File: config.mk
export PLATFORM = sky130hd
export DESIGN_NAME = i3c_target
export DESIGN_NICKNAME = d
export VERILOG_FILES = /design/src/i3c_tgt_pkg.sv /design/src/i3c_tgt_addr_match.sv /design/src/i3c_tgt_rx_path.sv /design/src/i3c_tgt_tx_path.sv /design/src/i3c_tgt_ctrl_fsm.sv /design/src/i3c_target.sv
export VERILOG_INCLUDE_DIRS = /design/src /design/src/src
export SDC_FILE = /design/constraint.sdc
export NUM_CORES = 1
export LEC_CHECK = 0
export BUFFER_PORTS_ARGS = -buffer_cell sky130_fd_sc_hd__buf_2
export CELL_PAD_IN_SITES_DETAIL_PLACEMENT = 0
export CELL_PAD_IN_SITES_GLOBAL_PLACEMENT = 1
export CORE_ASPECT_RATIO = 1.75
export CORE_MARGIN = 1
export CORE_UTILIZATION = 31
export DETAILED_ROUTE_END_ITERATION = 12
export PLACE_DENSITY_LB_ADDON = 0.1
export SYNTH_ARGS = -nofsm -noshare
export SYNTH_HDL_FRONTEND = slang
export SYNTH_SLANG_ARGS = --single-unit
File: constraint.sdc
create_clock -name clk_i -period 3.9 [get_ports clk_i]
set_clock_uncertainty 0.15 [all_clocks]
set_input_delay 0.39 -clock clk_i [delete_from_list [all_inputs] [get_ports clk_i]]
set_output_delay 0.39 -clock clk_i [all_outputs]
set_load 0.02 [all_outputs]
File: src/i3c_tgt_cfg.svh
// I3C target configuration macros
// Widths and reserved addresses that the SDR protocol fixes

`ifndef I3C_TGT_CFG_SVH
`define I3C_TGT_CFG_SVH

// One SDR data byte
`define I3C_BYTE_W 8

// Seven-bit target address, rnw occupies the eighth bit
`define I3C_ADDR_W 7

// Reserved broadcast address, FC on the bus when followed by a write
`define I3C_BCAST_ADDR 7'h7E

`endif

File: src/i3c_tgt_pkg.sv
// I3C target shared types
// States of the primary FSM, TX symbol opcodes and the bus and address structs

`include "i3c_tgt_cfg.svh"

package i3c_tgt_pkg;

  // Primary transaction states
  typedef enum logic [4:0] {
    Idle, RxFByte, CheckFByte, TxAckFByte, RxSByte, RxSByteRepeated, CheckSByte,
    TxAckSByte, RxPWriteData, RxPWriteTbit, TxPReadData, TxPReadTbit, Wait, DoCCC, DoneCCC
  } i3c_state_e;

  // Symbol the bus engine is asked to drive
  typedef enum logic [1:0] {TxSymNone, TxSymAck, TxSymData, TxSymTbit} tx_sym_e;

  // Bus monitor events, all single-cycle pulses
  typedef struct packed {
    logic start;
    logic rstart;
    logic stop;
    logic done;
  } bus_evt_t;

  // Request to the bus engine, bit requests use value[0] only
  typedef struct packed {
    logic                   req_byte;
    logic                   req_bit;
    logic [`I3C_BYTE_W-1:0] value;
  } bus_tx_req_t;

  // Static and dynamic address of one target
  typedef struct packed {
    logic [`I3C_ADDR_W-1:0] sta_addr;
    logic                   sta_valid;
    logic [`I3C_ADDR_W-1:0] dyn_addr;
    logic                   dyn_valid;
  } addr_cfg_t;

  // Address byte as seen on the bus
  typedef struct packed {
    logic [`I3C_ADDR_W-1:0] addr;
    logic                   rnw;
  } addr_byte_t;

endpackage

File: src/i3c_tgt_addr_match.sv
// I3C target address matcher
// Holds the received address byte and compares it against this target,
// the virtual target and the broadcast address

`timescale 1ns/1ps
`include "i3c_tgt_cfg.svh"

module i3c_tgt_addr_match import i3c_tgt_pkg::*; (
  input  logic                   clk_i,
  input  logic                   rst_ni,
  input  bus_evt_t               bus_evt_i,
  input  logic [`I3C_BYTE_W-1:0] rx_data_i,
  input  logic                   capture_i,
  input  logic                   clear_i,
  input  addr_cfg_t              own_cfg_i,
  input  addr_cfg_t              virt_cfg_i,
  output logic                   own_match_o,
  output logic                   virt_match_o,
  output logic                   bcast_match_o,
  output logic                   rnw_o,
  output addr_byte_t             last_addr_o,
  output logic                   last_addr_valid_o
);

  addr_byte_t addr_q;

  // Dynamic address wins over static when both are assigned
  function automatic logic cfg_hit(input addr_cfg_t cfg, input logic [`I3C_ADDR_W-1:0] addr);
    logic hit;
    if (cfg.dyn_valid) begin
      hit = (cfg.dyn_addr == addr);
    end else if (cfg.sta_valid) begin
      hit = (cfg.sta_addr == addr);
    end else begin
      hit = 1'b0;
    end
    return hit;
  endfunction

  // Capture has priority, clear holds the register at zero while idle
  always_ff @(posedge clk_i or negedge rst_ni) begin
    if (!rst_ni) begin
      addr_q <= '0;
    end else if (capture_i) begin
      addr_q <= rx_data_i;
    end else if (clear_i) begin
      addr_q <= '0;
    end
  end

  // Valid until the next start or repeated start
  always_ff @(posedge clk_i or negedge rst_ni) begin
    if (!rst_ni) begin
      last_addr_valid_o <= 1'b0;
    end else if (bus_evt_i.start || bus_evt_i.rstart) begin
      last_addr_valid_o <= 1'b0;
    end else if (capture_i) begin
      last_addr_valid_o <= 1'b1;
    end
  end

  assign own_match_o   = cfg_hit(own_cfg_i, addr_q.addr);
  assign virt_match_o  = cfg_hit(virt_cfg_i, addr_q.addr);
  // Broadcast only counts with a write, i.e. byte FC
  assign bcast_match_o = (addr_q.addr == `I3C_BCAST_ADDR) && !addr_q.rnw;
  assign rnw_o         = addr_q.rnw;
  assign last_addr_o   = addr_q;

endmodule

File: src/i3c_tgt_rx_path.sv
// I3C target receive path
// Keeps the last received byte, checks the T-bit as odd parity and
// pushes good bytes of a private write into the RX FIFO

`timescale 1ns/1ps
`include "i3c_tgt_cfg.svh"

module i3c_tgt_rx_path import i3c_tgt_pkg::*; (
  input  logic                   clk_i,
  input  logic                   rst_ni,
  input  bus_evt_t               bus_evt_i,
  input  logic [`I3C_BYTE_W-1:0] rx_data_i,
  input  logic                   rx_req_byte_i,
  input  logic                   rx_req_bit_i,
  input  logic                   clear_i,
  output logic                   rx_fifo_wvalid_o,
  output logic [`I3C_BYTE_W-1:0] rx_fifo_wdata_o,
  output logic                   parity_err_o
);

  logic [`I3C_BYTE_W-1:0] last_byte_q;
  logic                   err_sticky_q;
  logic                   tbit_done;
  logic                   parity_bit;
  logic                   tbit_ok;

  // Every received byte lands here, address bytes included
  always_ff @(posedge clk_i) begin
    if (bus_evt_i.done && rx_req_byte_i) begin
      last_byte_q <= rx_data_i;
    end
  end

  assign tbit_done  = bus_evt_i.done && rx_req_bit_i;
  // Odd parity over byte plus T-bit
  assign parity_bit = ^{last_byte_q, 1'b1};
  assign tbit_ok    = (rx_data_i[0] == parity_bit);

  // Once a byte was bad, drop the rest of the transfer
  assign rx_fifo_wvalid_o = tbit_done && tbit_ok && !err_sticky_q;
  assign rx_fifo_wdata_o  = last_byte_q;
  assign parity_err_o     = tbit_done && !tbit_ok;

  // Sticky error, cleared once the controller is back in idle
  always_ff @(posedge clk_i or negedge rst_ni) begin
    if (!rst_ni) begin
      err_sticky_q <= 1'b0;
    end else if (parity_err_o) begin
      err_sticky_q <= 1'b1;
    end else if (clear_i) begin
      err_sticky_q <= 1'b0;
    end
  end

endmodule

File: src/i3c_tgt_tx_path.sv
// I3C target transmit path
// Holds the byte popped from the TX FIFO and turns the FSM symbol opcode
// into an ACK, data or T-bit request for the bus engine

`timescale 1ns/1ps
`include "i3c_tgt_cfg.svh"

module i3c_tgt_tx_path import i3c_tgt_pkg::*; (
  input  logic                   clk_i,
  input  logic                   rst_ni,
  input  bus_evt_t               bus_evt_i,
  input  tx_sym_e                tx_sym_i,
  input  logic                   tx_pop_i,
  input  logic [`I3C_BYTE_W-1:0] tx_fifo_rdata_i,
  input  logic                   tx_last_byte_i,
  input  logic                   tx_fifo_rvalid_i,
  output bus_tx_req_t            bus_tx_req_o,
  output logic                   more_data_o
);

  logic [`I3C_BYTE_W-1:0] data_q;
  logic                   last_q;
  logic                   end_q;
  logic                   tbit_done;
  logic                   ended;

  // Byte being sent, taken in the pop cycle
  always_ff @(posedge clk_i) begin
    if (tx_pop_i) begin
      data_q <= tx_fifo_rdata_i;
    end
  end

  // Last flag travels with the byte it was popped with
  always_ff @(posedge clk_i or negedge rst_ni) begin
    if (!rst_ni) begin
      last_q <= 1'b0;
    end else if (tx_pop_i) begin
      last_q <= tx_last_byte_i;
    end
  end

  assign tbit_done = bus_evt_i.done && (tx_sym_i == TxSymTbit);

  // End of transfer, recorded at the T-bit of the final byte
  always_ff @(posedge clk_i or negedge rst_ni) begin
    if (!rst_ni) begin
      end_q <= 1'b0;
    end else if (bus_evt_i.start || bus_evt_i.rstart || bus_evt_i.stop) begin
      end_q <= 1'b0;
    end else if (tbit_done) begin
      end_q <= last_q;
    end
  end

  // Include the T-bit done cycle itself, the FSM decides right there
  assign ended       = end_q || (tbit_done && last_q);
  assign more_data_o = (tx_fifo_rvalid_i || tx_last_byte_i) && !ended;

  always_comb begin
    bus_tx_req_o = '0;
    case (tx_sym_i)
      TxSymAck: begin
        // ACK is SDA low
        bus_tx_req_o.req_bit = 1'b1;
      end
      TxSymData: begin
        bus_tx_req_o.req_byte = 1'b1;
        bus_tx_req_o.value    = data_q;
      end
      TxSymTbit: begin
        // T-bit high means more data follows
        bus_tx_req_o.req_bit = 1'b1;
        bus_tx_req_o.value   = {{(`I3C_BYTE_W-1){1'b0}}, !last_q};
      end
      default: ;
    endcase
  end

endmodule

File: src/i3c_tgt_ctrl_fsm.sv
// I3C target primary FSM
// Decodes the first bytes of each SDR transaction, runs private write and
// read loops, hands CCCs to the CCC engine and flags NACKed transactions

`timescale 1ns/1ps
`include "i3c_tgt_cfg.svh"

module i3c_tgt_ctrl_fsm import i3c_tgt_pkg::*; (
  input  logic                   clk_i,
  input  logic                   rst_ni,
  input  logic                   target_enable_i,
  input  bus_evt_t               bus_evt_i,
  input  logic [`I3C_BYTE_W-1:0] rx_data_i,
  input  logic                   own_match_i,
  input  logic                   virt_match_i,
  input  logic                   bcast_match_i,
  input  logic                   rnw_i,
  input  logic                   parity_err_i,
  input  logic                   more_data_i,
  input  logic                   ccc_done_i,
  output logic                   rx_req_byte_o,
  output logic                   rx_req_bit_o,
  output tx_sym_e                tx_sym_o,
  output logic                   tx_fifo_rready_o,
  output logic                   addr_capture_o,
  output logic                   idle_o,
  output logic [`I3C_BYTE_W-1:0] ccc_o,
  output logic                   ccc_valid_o,
  output logic                   virtual_sel_o,
  output logic                   xfer_in_progress_o,
  output logic                   event_target_nack_o,
  output logic                   target_transmitting_o
);

  i3c_state_e state_q, state_d;
  logic       evt_start;
  logic       any_hit;
  logic       in_wait_q;

  // Start and repeated start behave alike here
  assign evt_start = bus_evt_i.start || bus_evt_i.rstart;
  assign any_hit   = own_match_i || virt_match_i;

  always_comb begin
    state_d = state_q;
    case (state_q)
      Idle: begin
        if (target_enable_i && evt_start) state_d = RxFByte;
      end
      RxFByte: begin
        if (bus_evt_i.done) state_d = CheckFByte;
      end
      // One cycle for the matcher to settle
      CheckFByte: begin
        state_d = (bcast_match_i || any_hit) ? TxAckFByte : Wait;
      end
      TxAckFByte: begin
        if (bus_evt_i.done) begin
          if (bcast_match_i) state_d = RxSByte;
          else if (any_hit && rnw_i) state_d = TxPReadData;
          else if (any_hit) state_d = RxPWriteData;
          else state_d = Wait;
        end
      end
      // After 7E/W either a CCC code or a repeated start follows
      RxSByte: begin
        if (evt_start) state_d = RxSByteRepeated;
        else if (bus_evt_i.done) state_d = DoCCC;
      end
      RxSByteRepeated: begin
        if (bus_evt_i.done) state_d = CheckSByte;
      end
      CheckSByte: begin
        state_d = any_hit ? TxAckSByte : Wait;
      end
      TxAckSByte: begin
        if (bus_evt_i.done) state_d = rnw_i ? TxPReadData : RxPWriteData;
      end
      RxPWriteData: begin
        if (evt_start) state_d = RxFByte;
        else if (bus_evt_i.done) state_d = RxPWriteTbit;
      end
      // A bad T-bit ends our part in the transfer
      RxPWriteTbit: begin
        if (bus_evt_i.done) state_d = parity_err_i ? Wait : RxPWriteData;
      end
      TxPReadData: begin
        if (evt_start) state_d = RxFByte;
        else if (bus_evt_i.done) state_d = TxPReadTbit;
      end
      TxPReadTbit: begin
        if (evt_start) state_d = RxFByte;
        else if (bus_evt_i.done) state_d = more_data_i ? TxPReadData : Wait;
      end
      // Not for us, sit out until the next start
      Wait: begin
        if (evt_start) state_d = RxFByte;
      end
      DoCCC: begin
        if (ccc_done_i) state_d = DoneCCC;
      end
      DoneCCC: begin
        state_d = Idle;
      end
      default: begin
        state_d = Idle;
      end
    endcase
    // STOP wins over everything
    if (bus_evt_i.stop) state_d = Idle;
  end

  always_ff @(posedge clk_i or negedge rst_ni) begin
    if (!rst_ni) begin
      state_q <= Idle;
    end else begin
      state_q <= state_d;
    end
  end

  // Receive requests, a start cancels a pending byte
  assign rx_req_byte_o = (state_q inside {RxFByte, RxSByte, RxSByteRepeated, RxPWriteData})
                         && !evt_start;
  assign rx_req_bit_o  = (state_q == RxPWriteTbit);

  always_comb begin
    case (state_q)
      TxAckFByte, TxAckSByte: tx_sym_o = TxSymAck;
      TxPReadData:            tx_sym_o = TxSymData;
      TxPReadTbit:            tx_sym_o = TxSymTbit;
      default:                tx_sym_o = TxSymNone;
    endcase
  end

  // Address bytes only, the CCC code stays out of the matcher
  assign addr_capture_o = bus_evt_i.done && (state_q inside {RxFByte, RxSByteRepeated});

  // Pop on entry into the data state
  assign tx_fifo_rready_o = (state_d == TxPReadData) && (state_q != TxPReadData);

  // CCC code is the byte after 7E/W
  always_ff @(posedge clk_i) begin
    if ((state_q == RxSByte) && bus_evt_i.done && !evt_start) begin
      ccc_o <= rx_data_i;
    end
  end

  assign ccc_valid_o = (state_q == DoCCC);
  assign idle_o      = (state_q == Idle);

  assign target_transmitting_o =
    (state_q inside {TxAckFByte, TxAckSByte, TxPReadData, TxPReadTbit});

  // NACK event on the first Wait cycle only
  always_ff @(posedge clk_i or negedge rst_ni) begin
    if (!rst_ni) begin
      in_wait_q <= 1'b0;
    end else begin
      in_wait_q <= (state_q == Wait);
    end
  end

  assign event_target_nack_o = (state_q == Wait) && !in_wait_q;

  // Selection flags follow the matcher in the Check states
  always_ff @(posedge clk_i or negedge rst_ni) begin
    if (!rst_ni) begin
      virtual_sel_o      <= 1'b0;
      xfer_in_progress_o <= 1'b0;
    end else begin
      case (state_q)
        Idle: begin
          xfer_in_progress_o <= 1'b0;
        end
        CheckFByte, CheckSByte: begin
          if (!bcast_match_i) virtual_sel_o <= virt_match_i;
          xfer_in_progress_o <= any_hit;
        end
        default: ;
      endcase
    end
  end

endmodule

File: src/i3c_target.sv
// I3C SDR target controller
// Connects the address matcher, the RX and TX data paths and the primary FSM

`timescale 1ns/1ps
`include "i3c_tgt_cfg.svh"

module i3c_target import i3c_tgt_pkg::*; (
  input  logic                   clk_i,
  input  logic                   rst_ni,
  input  logic                   target_enable_i,
  // Bus monitor and bit/byte engine
  input  bus_evt_t               bus_evt_i,
  input  logic [`I3C_BYTE_W-1:0] bus_rx_data_i,
  output bus_tx_req_t            bus_tx_req_o,
  output logic                   bus_rx_req_byte_o,
  output logic                   bus_rx_req_bit_o,
  // Addresses of this target and the virtual target
  input  addr_cfg_t              own_cfg_i,
  input  addr_cfg_t              virt_cfg_i,
  // RX FIFO, private write data
  output logic                   rx_fifo_wvalid_o,
  output logic [`I3C_BYTE_W-1:0] rx_fifo_wdata_o,
  // TX FIFO, private read data
  input  logic                   tx_fifo_rvalid_i,
  output logic                   tx_fifo_rready_o,
  input  logic [`I3C_BYTE_W-1:0] tx_fifo_rdata_i,
  input  logic                   tx_last_byte_i,
  // CCC engine
  output logic [`I3C_BYTE_W-1:0] ccc_o,
  output logic                   ccc_valid_o,
  input  logic                   ccc_done_i,
  // Status and events
  output addr_byte_t             last_addr_o,
  output logic                   last_addr_valid_o,
  output logic                   parity_err_o,
  output logic                   target_idle_o,
  output logic                   target_transmitting_o,
  output logic                   virtual_sel_o,
  output logic                   xfer_in_progress_o,
  output logic                   event_target_nack_o
);

  logic    own_match, virt_match, bcast_match, rnw;
  logic    addr_capture, more_data;
  tx_sym_e tx_sym;

  i3c_tgt_addr_match u_addr_match (
    .clk_i, .rst_ni, .bus_evt_i, .rx_data_i(bus_rx_data_i), .capture_i(addr_capture),
    .clear_i(target_idle_o), .own_cfg_i, .virt_cfg_i, .own_match_o(own_match),
    .virt_match_o(virt_match), .bcast_match_o(bcast_match), .rnw_o(rnw), .last_addr_o,
    .last_addr_valid_o
  );

  i3c_tgt_rx_path u_rx_path (
    .clk_i, .rst_ni, .bus_evt_i, .rx_data_i(bus_rx_data_i), .rx_req_byte_i(bus_rx_req_byte_o),
    .rx_req_bit_i(bus_rx_req_bit_o), .clear_i(target_idle_o), .rx_fifo_wvalid_o,
    .rx_fifo_wdata_o, .parity_err_o
  );

  i3c_tgt_tx_path u_tx_path (
    .clk_i, .rst_ni, .bus_evt_i, .tx_sym_i(tx_sym), .tx_pop_i(tx_fifo_rready_o),
    .tx_fifo_rdata_i, .tx_last_byte_i, .tx_fifo_rvalid_i, .bus_tx_req_o,
    .more_data_o(more_data)
  );

  i3c_tgt_ctrl_fsm u_ctrl_fsm (
    .clk_i, .rst_ni, .target_enable_i, .bus_evt_i, .rx_data_i(bus_rx_data_i),
    .own_match_i(own_match), .virt_match_i(virt_match), .bcast_match_i(bcast_match),
    .rnw_i(rnw), .parity_err_i(parity_err_o), .more_data_i(more_data), .ccc_done_i,
    .rx_req_byte_o(bus_rx_req_byte_o), .rx_req_bit_o(bus_rx_req_bit_o), .tx_sym_o(tx_sym),
    .tx_fifo_rready_o, .addr_capture_o(addr_capture), .idle_o(target_idle_o), .ccc_o,
    .ccc_valid_o, .virtual_sel_o, .xfer_in_progress_o, .event_target_nack_o,
    .target_transmitting_o
  );

endmodule

==> results of run 1 <==
## metrics by stage
stage | area (um^2) | cells | total power, mW | hold slack, ns | worst slack [ns]
2_1_floorplan | 2466 | 234 | 0.5498 | -0.05559 | 0.5797
3_3_place_gp | 3002 | 411 | 0.6009 | 0.2418 | 0.8718
3_5_place_dp | 3002 | 411 | 0.6014 | 0.2540 | 0.8915
4_1_cts | 3183 | 420 | 1.093 | 0.1187 | 0.5546
5_1_grt | 3183 | 420 | 1.116 | 0.1181 | 0.2900
6_report | 3183 | 420 | 1.081 | 0.1261 | 0.5975
## critical path, stage by stage (launching register included)
cell,delay [ns]
dfrtp_1,0.54
xnor2_1,0.20
nand4_1,0.11
nor2_1,0.05
a41oi_1,0.43
nand2_1,0.15
a211oi_1,0.39
nand2_1,0.09
nor3_1,0.29
buf_2,0.23
## cells in the mapped netlist, types with 2 or more instances
library cell   n
edfxtp_1      24
xnor2_1       24
nor2_1        21
dfrtp_1       20
nand2_1       14
xor2_1        11
a21oi_1       10
and2_1        10
nor3_1        10
a22o_1         9
o21ai_0        7
nand4_1        6
nor4_1         6
buf_4          5
inv_1          5
clkbuf_1       4
nand2b_1       4
nor3b_1        4
a31oi_1        3
buf_6          3
a211oi_1       2
a311o_1        2
a41oi_1        2
buf_2          2
mux2i_1        2
o22ai_1        2
or2_2          2
## registers in the layout (all words and copies together) (netlist names), 5 cells and up
name / cells
u_addr_match.last_addr_o: 7
u_ctrl_fsm.state_q: 5
u_rx_path.rx_fifo_wdata_o: 8
u_tx_path.data_q: 8
u_ctrl_fsm.ccc_o: 8
## cell families after synthesis
kind of cell | after synthesis | synth area share (%)
compound gates | 45 | 12.58
xor+xnor | 36 | 13.34
buf+inv | 21 | 5.022
flops | 44 | 49.52
mux | 3 | 1.268
other cells | 1 | 0.1521
simple gates | 84 | 18.11
## power by group
group | internal (mW) | switching (mW) | leakage, nW
Combinational | 0.0430 | 0.0476 | 0.821
Sequential | 0.494 | 0.00677 | 0.488
Clock | 0.305 | 0.185 | 0.0804
## worst min-delay path by stage
stage / start / to / slack, ns / depth (start not counted)
final: tx_fifo_rdata_i[5] / u_tx_path.data_q[5] / 0.13 / 1
after global routing: tx_fifo_rdata_i[7] / u_tx_path.data_q[7] / 0.12 / 1
after global placement: rst_ni / u_ctrl_fsm.state_q[0] / 0.24 / 1
after detailed placement: rst_ni / u_tx_path.last_q / 0.25 / 1
after floorplan: rst_ni / u_addr_match.last_addr_o[1] / -0.06 / 0
after CTS: tx_fifo_rdata_i[5] / u_tx_path.data_q[5] / 0.12 / 1
## repair_timing
| item | CTS | global route |
|---|---|---|
| endpoints found under the setup margin | 0 | 0 |
| hold buffers | 1 | 0 |
| buffers inserted | 0 | 0 |
| endpoints found under the hold margin | 20 | 0 |
## metal layers
metal / share of wire (%) / routed length [um] / vias to the layer above / GRT usage (%)
met5: 0 / 0 / - / 0
met4: 2.6 / 185 / 0 / 8.163
met3: 2.7 / 194 / 12 / 2.267
met2: 59 / 4303 / 62 / 35.32
met1: 35 / 2570 / 1037 / 17.39
li1: - / - / 1035 / -
## layout make-up
type / count / area share [%]
clock buffers: 5 / 3.931
inverters: 5 / 0.5896
flip-flops and latches: 44 / 38.36
clock inverters: 3 / 1.454
well taps: 88 / 3.459
multi-input cells: 169 / 35.22
repair buffers: 106 / 16.98
==> results.cfg, run 1 <==
[worst_setup_path]
arrival_ns = 2.76
reg2reg_from = u_addr_match.last_addr_o[1]
reg2regPathDepth = 9
cp_max_fo = 8
endpoint_kind = output port
cp.required_ns = 3.36
start_kind = register
worstReg2RegEnd = u_tx_path.data_q[0]
rrSetupSlack_ns = 0.98
cp-endpoint = tx_fifo_rready_o
crit_start = u_addr_match.last_addr_o[1]
worst-setup-path-type = reg -> out

[floorplan]
ios = 104
row_count = 42
dieArea_um2 = 8330
design.core.area_um2 = 7620
initial_core_util_pct = 32.36
die_h_um = 120.0
fp.dieW_um = 69.42

[clock_tree]
cts_htree_levels = 2
cts_root_buf = clkbuf_16
cts_resized = 0
clkSinkCount = 44
numCtsBuffers = 5
path_clk_slew_ns = 0.07
clock_latency_ns = 0.29
cts_tree = built
cts_buffer_depth = 2

[finish]
n_antenna_cell = 0
final_layout_size_suffix_gt1_share_pct = 35.54
multi_input_area_um2 = 1121
post-route-util_pct = 41.77
syn_to_final_growth_pct = 29.07
final_common_cell = buf_2
nets = 389
seq_area_um2 = 1221
fill_cells = 766
final_cell_mix = buf_2, xnor2_1, edfxtp_1

[timing]
setup-violations-final = 0
worstMarginPinSlew_ns = 0.7966
min_period_ns = 3.303
final-max-slew-violation-count = 0
fmax_mhz = 302.8
grt_setup_unrepaired = false
hold_viol = 0
setup_tns_ns = 0
fin_crit_sh_pct = 84.68
slew_headroom_pct = 46.49

[power]
leakage_nw = 1.389
ir_drop_v = 0.0002809
p_per_area_nw_per_um2 = 339.6

[synthesis]
synth_area_per_cell_um2 = 10.54
synth_top_area_share_pct = 29.22
synth_warnings = 0
synth_edf_count = 24
async_flop_share_pct = 45.45
synth_top_area_cell = edfxtp_1
netlist_area_um2 = 2466
synth-seq-cells = 44
synth_area_leaders = edfxtp_1, dfrtp_1, xnor2_1, xor2_1, a22o_1
synth-seq-area-share_pct = 49.52
synth-main-ff-cell = edfxtp_1
synth_cell_type_count = 47
syn_inst = 234
syn_nets = 292

[place]
place_congestion = 0.8254
dp.final_hpwl_um = 5687
io_buffers = 103

[routing]
routed_wl_um = 7254
drtIter0Drc = 151
drtAntennaViolNets = 0
via_per_inst = 5.110
via_count = 2146
drtPass1Iterations = 4
wire_per_inst_um = 17.27
drc_errors = 0

[grt]
antenna_found_initial = 0
grt_overflow = 0
grt_max_degree = 21
grt_usage_pct = 17.68
grt_pass1_vias = 2229
grt_pass1_wl_um = 11250

[worst_hold_path]
hp-class = in -> reg

[job]
maxCapViolCount = 0

[run_status]
run_status = finished clean
Note: power is estimated with default switching activity, not from simulation.
==> run 2, diff against run 1 <==
--- a/config.mk
+++ b/config.mk
@@ -6,6 +6,7 @@
 export SDC_FILE = /design/constraint.sdc
 export NUM_CORES = 1
 export LEC_CHECK = 0
+export ABC_AREA = 1
 export BUFFER_PORTS_ARGS = -buffer_cell sky130_fd_sc_hd__buf_2
 export CELL_PAD_IN_SITES_DETAIL_PLACEMENT = 0
 export CELL_PAD_IN_SITES_GLOBAL_PLACEMENT = 1
==> constraint.sdc (replaced) <==
create_clock -name clk_i -period 3.2 [get_ports clk_i]
set_clock_uncertainty 0.15 [all_clocks]
set_input_delay 0.32 -clock clk_i [delete_from_list [all_inputs] [get_ports clk_i]]
set_output_delay 0.32 -clock clk_i [all_outputs]
set_load 0.02 [all_outputs]
==> run 2 against run 1 <==
Effect of this change:
- die area grew 19%
- via count grew 43%
- largest cell class is now multi-input combinational cells
- largest power group unchanged
- global-route usage is 4.2 points higher
==> results.cfg, run 2 <==
[synthesis]
synth_area_leaders = edfxtp_1, nand2_1, dfrtp_1, inv_1, nor2_1
synth-seq-area-share_pct = 41.41
syn_inst = 449
synth-main-ff-cell = edfxtp_1
synth_cell_type_count = 29
synth_top_area_share_pct = 24.44
synth-seq-cells = 44
synthTopCellsByCount = nand2_1, inv_1, nor2_1
async_flop_share_pct = 45.45
synth_top_area_cell = edfxtp_1
synth_warnings = 0
syn_nets = 507
netlist_area_um2 = 2949
synth.most_common_cell = nand2_1
synth_edf_count = 24
synth_area_per_cell_um2 = 6.568

[worst_setup_path]
cp.required_ns = 2.73
start_kind = register
arrival_ns = 2.38
endpoint_kind = output port
worst-setup-path-type = reg -> out
cp_max_fo = 8

[timing]
final-max-slew-violation-count = 0
setup_tns_ns = 0
grt_setup_unrepaired = false
hold_slack_ns = 0.05533
fmax_mhz = 350.8
setup-violations-final = 0
worstMarginPinSlew_ns = 0.8331
slew_headroom_pct = 44.09
fin_crit_sh_pct = 89.08
hold_viol = 0
min_period_ns = 2.851

[grt]
grt_max_degree = 21
grt_usage_pct = 21.88
grt_overflow = 0
grt_pass1_vias = 2976
grt_pass1_wl_um = 15250
antenna_found_initial = 0

[floorplan]
row_count = 46
design.core.area_um2 = 9151
dieArea_um2 = 9923
die_h_um = 131.0
ios = 104
initial_core_util_pct = 32.23
fp.dieW_um = 75.73

[routing]
via_count = 3070
routed_wl_um = 10200
via_per_inst = 4.495
drc_errors = 0
wire_per_inst_um = 14.94
drtAntennaViolNets = 0
drtPass1Iterations = 4
drtIter0Drc = 146

[finish]
layout.cells.non_filler = 683
final_layout_size_suffix_gt1_share_pct = 27.35
design_area_um2 = 3814
nets = 620
n_antenna_cell = 0
final_common_cell = nand2_1
final_cell_mix = nand2_1, buf_2, inv_1
syn_to_final_growth_pct = 29.32

[place]
dp.final_hpwl_um = 8484
dp_cells = 674
place_congestion = 0.8985
place_area_um2 = 3632
io_buffers = 103

[power]
total_power_mw = 1.402
p_per_area_nw_per_um2 = 367.5
ir_drop_v = 0.0002317
leakage_nw = 2.234

[clock_tree]
cts_setup_buffers = 0
cts_buffer_depth = 2
numCtsBuffers = 5
clock_latency_ns = 0.29
clkSinkCount = 44
cts_htree_levels = 2
path_clk_slew_ns = 0.07
cts_tree = built
cts_root_buf = clkbuf_16

[run_status]
run_status = finished clean

[worst_hold_path]
hp-class = in -> reg

[job]
maxCapViolCount = 0
-- run 2: area by class of cell --
class,count,area (um^2)
timing repair buffer,109,563.0
multi-input combinational,303,1336
clock inverter,3,46.29
sequential,44,1221
clock buffer,5,125.1
tap,120,150.1
inverter,99,371.6
fill,1016,5338
-- run 2: worst max-delay path, cell delays in order (launching register included) --
cell     delay (ns)
dfrtp_1        0.52
inv_2          0.10
a21oi_1        0.17
nand2_1        0.07
nor2_1         0.25
nand2_1        0.09
nand2_1        0.12
nor2_2         0.07
nand3_1        0.10
nand3_2        0.11
nor2_2         0.14
nand2_1        0.08
inv_1          0.09
buf_2          0.17
-- run 2: final timing paths --
kind | from | cells after the start | end | slack [ns]
min in group asynchronous | rst_ni | 2 | u_tx_path.last_q | 0.39
max | u_addr_match.last_addr_o[5] | 13 | tx_fifo_rready_o | 0.35
max reg2reg | u_addr_match.last_addr_o[5] | 13 | u_tx_path.data_q[4] | 0.67
min reg2reg | u_addr_match.last_addr_valid_o | 2 | u_addr_match.last_addr_valid_o | 0.36
max in group asynchronous | rst_ni | 2 | u_addr_match.last_addr_o[4] | 2.14
min | tx_fifo_rdata_i[6] | 1 | u_tx_path.data_q[6] | 0.06
-- run 2: stage by stage --
stage               worst slack [ns]  utilization [%]
finish                        0.3493            41.67
global route                  0.1288            41.67
CTS                           0.3388            41.67
detailed placement            0.6639            39.69
global placement              0.6699            39.69
floorplan                     0.7402                -
-- run 2: kinds of logic (layout without fill, tap and decap cells) --
family | after synthesis | count (layout) | synth area share (%)
simple gates | 267 | 267 | 38.10
xor+xnor | 3 | 3 | 0.8911
flops | 44 | 44 | 41.41
other cells | 1 | 1 | 0.1272
compound gates | 32 | 32 | 6.194
buf+inv | 102 | 216 | 13.28
-- run 2: where the power goes --
part	total (mW)	switching (mW)	internal (mW)
clock network	0.604	0.233	0.371
logic	0.180	0.115	0.0655
registers	0.618	0.0120	0.606
-- run 2: layer usage --
metal / wire [um] / vias to the layer above / share of wire [%] / GRT usage (%)
met5: 0 / - / 0 / 0
met4: 421 / 0 / 4.1 / 11.87
met3: 357 / 19 / 3.5 / 1.994
met2: 5680 / 105 / 56 / 42.28
met1: 3743 / 1359 / 37 / 22.00
li1: - / 1587 / - / -
-- run 2: repair_timing --
action | in CTS | in global routing
gates resized for setup | 0 | 0
hold buffers | 1 | 0
hold endpoints to repair | 20 | 0
==> run 3, diff against run 2 <==
--- a/config.mk
+++ b/config.mk
@@ -11,10 +11,10 @@
 export CELL_PAD_IN_SITES_DETAIL_PLACEMENT = 0
 export CELL_PAD_IN_SITES_GLOBAL_PLACEMENT = 1
 export CORE_ASPECT_RATIO = 1.75
-export CORE_MARGIN = 1
 export CORE_UTILIZATION = 31
 export DETAILED_ROUTE_END_ITERATION = 12
 export PLACE_DENSITY_LB_ADDON = 0.1
+export REMOVE_ABC_BUFFERS = 1
 export SYNTH_ARGS = -nofsm -noshare
 export SYNTH_HDL_FRONTEND = slang
 export SYNTH_SLANG_ARGS = --single-unit
==> run 3 against run 2 <==
Effect of this change:
- flip-flop and latch count unchanged
- combinational power about the same
- sequential share of layout area about the same
- worst hold slack better by 0.0031 ns
- critical path depth up 1
- routed wire length down 1.7%
- largest power group unchanged
- global-route usage up 0.21 points
- largest cell class unchanged
- count of clock-buffer cells in the layout unchanged
- via count up 0.94%
==> results.cfg, run 3 (same netlist as run 2, synthesis figures left out) <==
[power]
leakage_nw = 2.235
p_per_area_nw_per_um2 = 363.9
switchingPower_mw = 0.3482
p_seq_share_pct = 44.5
p_sw_share_pct = 25.11
power.share.clock_pct = 42.5
p_comb_share_pct = 13.0
p_int_mw = 1.038
ir_drop_v = 0.0001823

[job]
maxCapViolCount = 0

[clock_tree]
cts_root_buf = clkbuf_16
numCtsBuffers = 5
clock_latency_ns = 0.29
path_clk_slew_ns = 0.06
cts_buffer_depth = 2
cts_setup_buffers = 0
cts_htree_levels = 2
clkSinkCount = 44
cts_resized = 0
cts_tree = built

[grt]
grt_pass1_vias = 3141
antenna_found_initial = 0
grt_max_degree = 21
grt_pass1_wl_um = 15580
grt_usage_pct = 22.09
grt_overflow = 0

[worst_setup_path]
crit_start = u_addr_match.last_addr_o[6]
cp_cell_sequence = inv_2 -> nand2_1 -> nand2_1 -> nor2_1 -> nand2_1 -> nor2_1 -> nor2_2 -> nand2_2 -> a21oi_1 -> nand3_1 -> nor2_2 -> nand2_1 -> inv_1 -> buf_2
start_kind = register
cp_max_fo = 7
worst-setup-path-type = reg -> out
critical_path.most_common_cell = nand2_1
endpoint_kind = output port
cp.required_ns = 2.73
arrival_ns = 2.36
critPathSlowestCell = dfrtp_1
reg2reg_from = u_addr_match.last_addr_o[6]
crit_path_max_incr_delay_ns = 0.50
reg2regPathDepth = 14

[routing]
drtIter0Drc = 151
met2_wirelength_um = 5809
met3_wirelength_um = 451
routed_wl_um = 10030
drtAntennaViolNets = 0
drc_errors = 0
wl_met1_um = 3376
via_per_inst = 4.537
via_count = 3099
wire_per_inst_um = 14.68
drtPass1Iterations = 4
routed.top_layer = met4

[timing]
slew_headroom_pct = 48.18
grt_setup_unrepaired = false
final-max-slew-violation-count = 0
hold_viol = 0
setup_tns_ns = 0
worstMarginPinSlew_ns = 0.7721
setup-violations-final = 0
fmax_mhz = 352.8
min_period_ns = 2.834
fin_crit_sh_pct = 88.57
hold_slack_ns = 0.05843

[floorplan]
row_count = 46
die_h_um = 131.0
initial_core_util_pct = 32.23
fp.dieW_um = 75.73
design.core.area_um2 = 9151
ios = 104
dieArea_um2 = 9923

[place]
dp.final_hpwl_um = 8384
io_buffers = 103
place_congestion = 0.8563

[finish]
final_common_cell = nand2_1
nets = 620
n_antenna_cell = 0
syn_to_final_growth_pct = 29.19
final_cell_mix = nand2_1, buf_2, inv_1
final_layout_size_suffix_gt1_share_pct = 27.18
fill_cells = 997

[worst_hold_path]
hold_start = tx_fifo_rdata_i[3]
hp-class = in -> reg
holdPathStages = 1

[run_status]
run_status = finished clean
==> run 3: worst paths after layout <==
path / slack, ns / to
max: 0.37 / tx_fifo_rready_o
min reg2reg: 0.36 / u_addr_match.last_addr_valid_o
max reg2reg: 0.68 / u_tx_path.data_q[0]
min in group asynchronous: 0.39 / u_ctrl_fsm.in_wait_q
min: 0.06 / u_tx_path.data_q[3]
max in group asynchronous: 2.13 / u_addr_match.last_addr_valid_o
==> run 3: stage by stage <==
step	area (um^2)	worst slack [ns]	total power, mW	instances	util (%)
after floorplan	2929	0.7365	0.7157	446	-
after global placement	3632	0.5400	0.8101	674	39.69
after detailed placement	3632	0.6295	0.8093	674	39.69
after CTS	3810	0.3478	1.402	683	41.63
after global routing	3810	0.1262	1.445	683	41.63
final	3810	0.3658	1.386	683	41.63
==> run 3: what timing repair did <==
item	CTS	global route
endpoints found under the hold margin	20	0
hold buffers	1	0
endpoints found under the setup margin	0	0
==> run 3: layer usage <==
metal  up-vias  track usage [%]
met5         -                0
li1       1591                -
met3        23            3.604
met2       105            43.75
met1      1380            20.27
met4         0            11.87
==> run 3: power by group through the flow <==
stage	sequential [mW]	clock, mW	combinational [mW]
after floorplan	0.632	0	0.0836
after global placement	0.628	0	0.182
after detailed placement	0.628	0	0.181
after CTS	0.617	0.603	0.183
after global routing	0.617	0.623	0.205
final	0.617	0.589	0.180
==> run 3: area by class of cell <==
cell class,count,area [um^2],share of cell area [%]
Tap cell,120,150.1,3.941
Clock buffer,5,125.1,3.284
Inverter,99,371.6,9.754
Sequential cell,44,1221,32.05
Timing Repair Buffer,109,563.0,14.78
Multi-Input combinational cell,303,1336,35.07
Clock inverter,3,42.54,1.117
==> run 3: worst max-delay path: cells and delay by family, from the launching register on <==
kind	cells	cell delay [ns]
compound gates	1	0.17
buf+inv	3	0.43
flops	1	0.50
simple gates	10	0.96
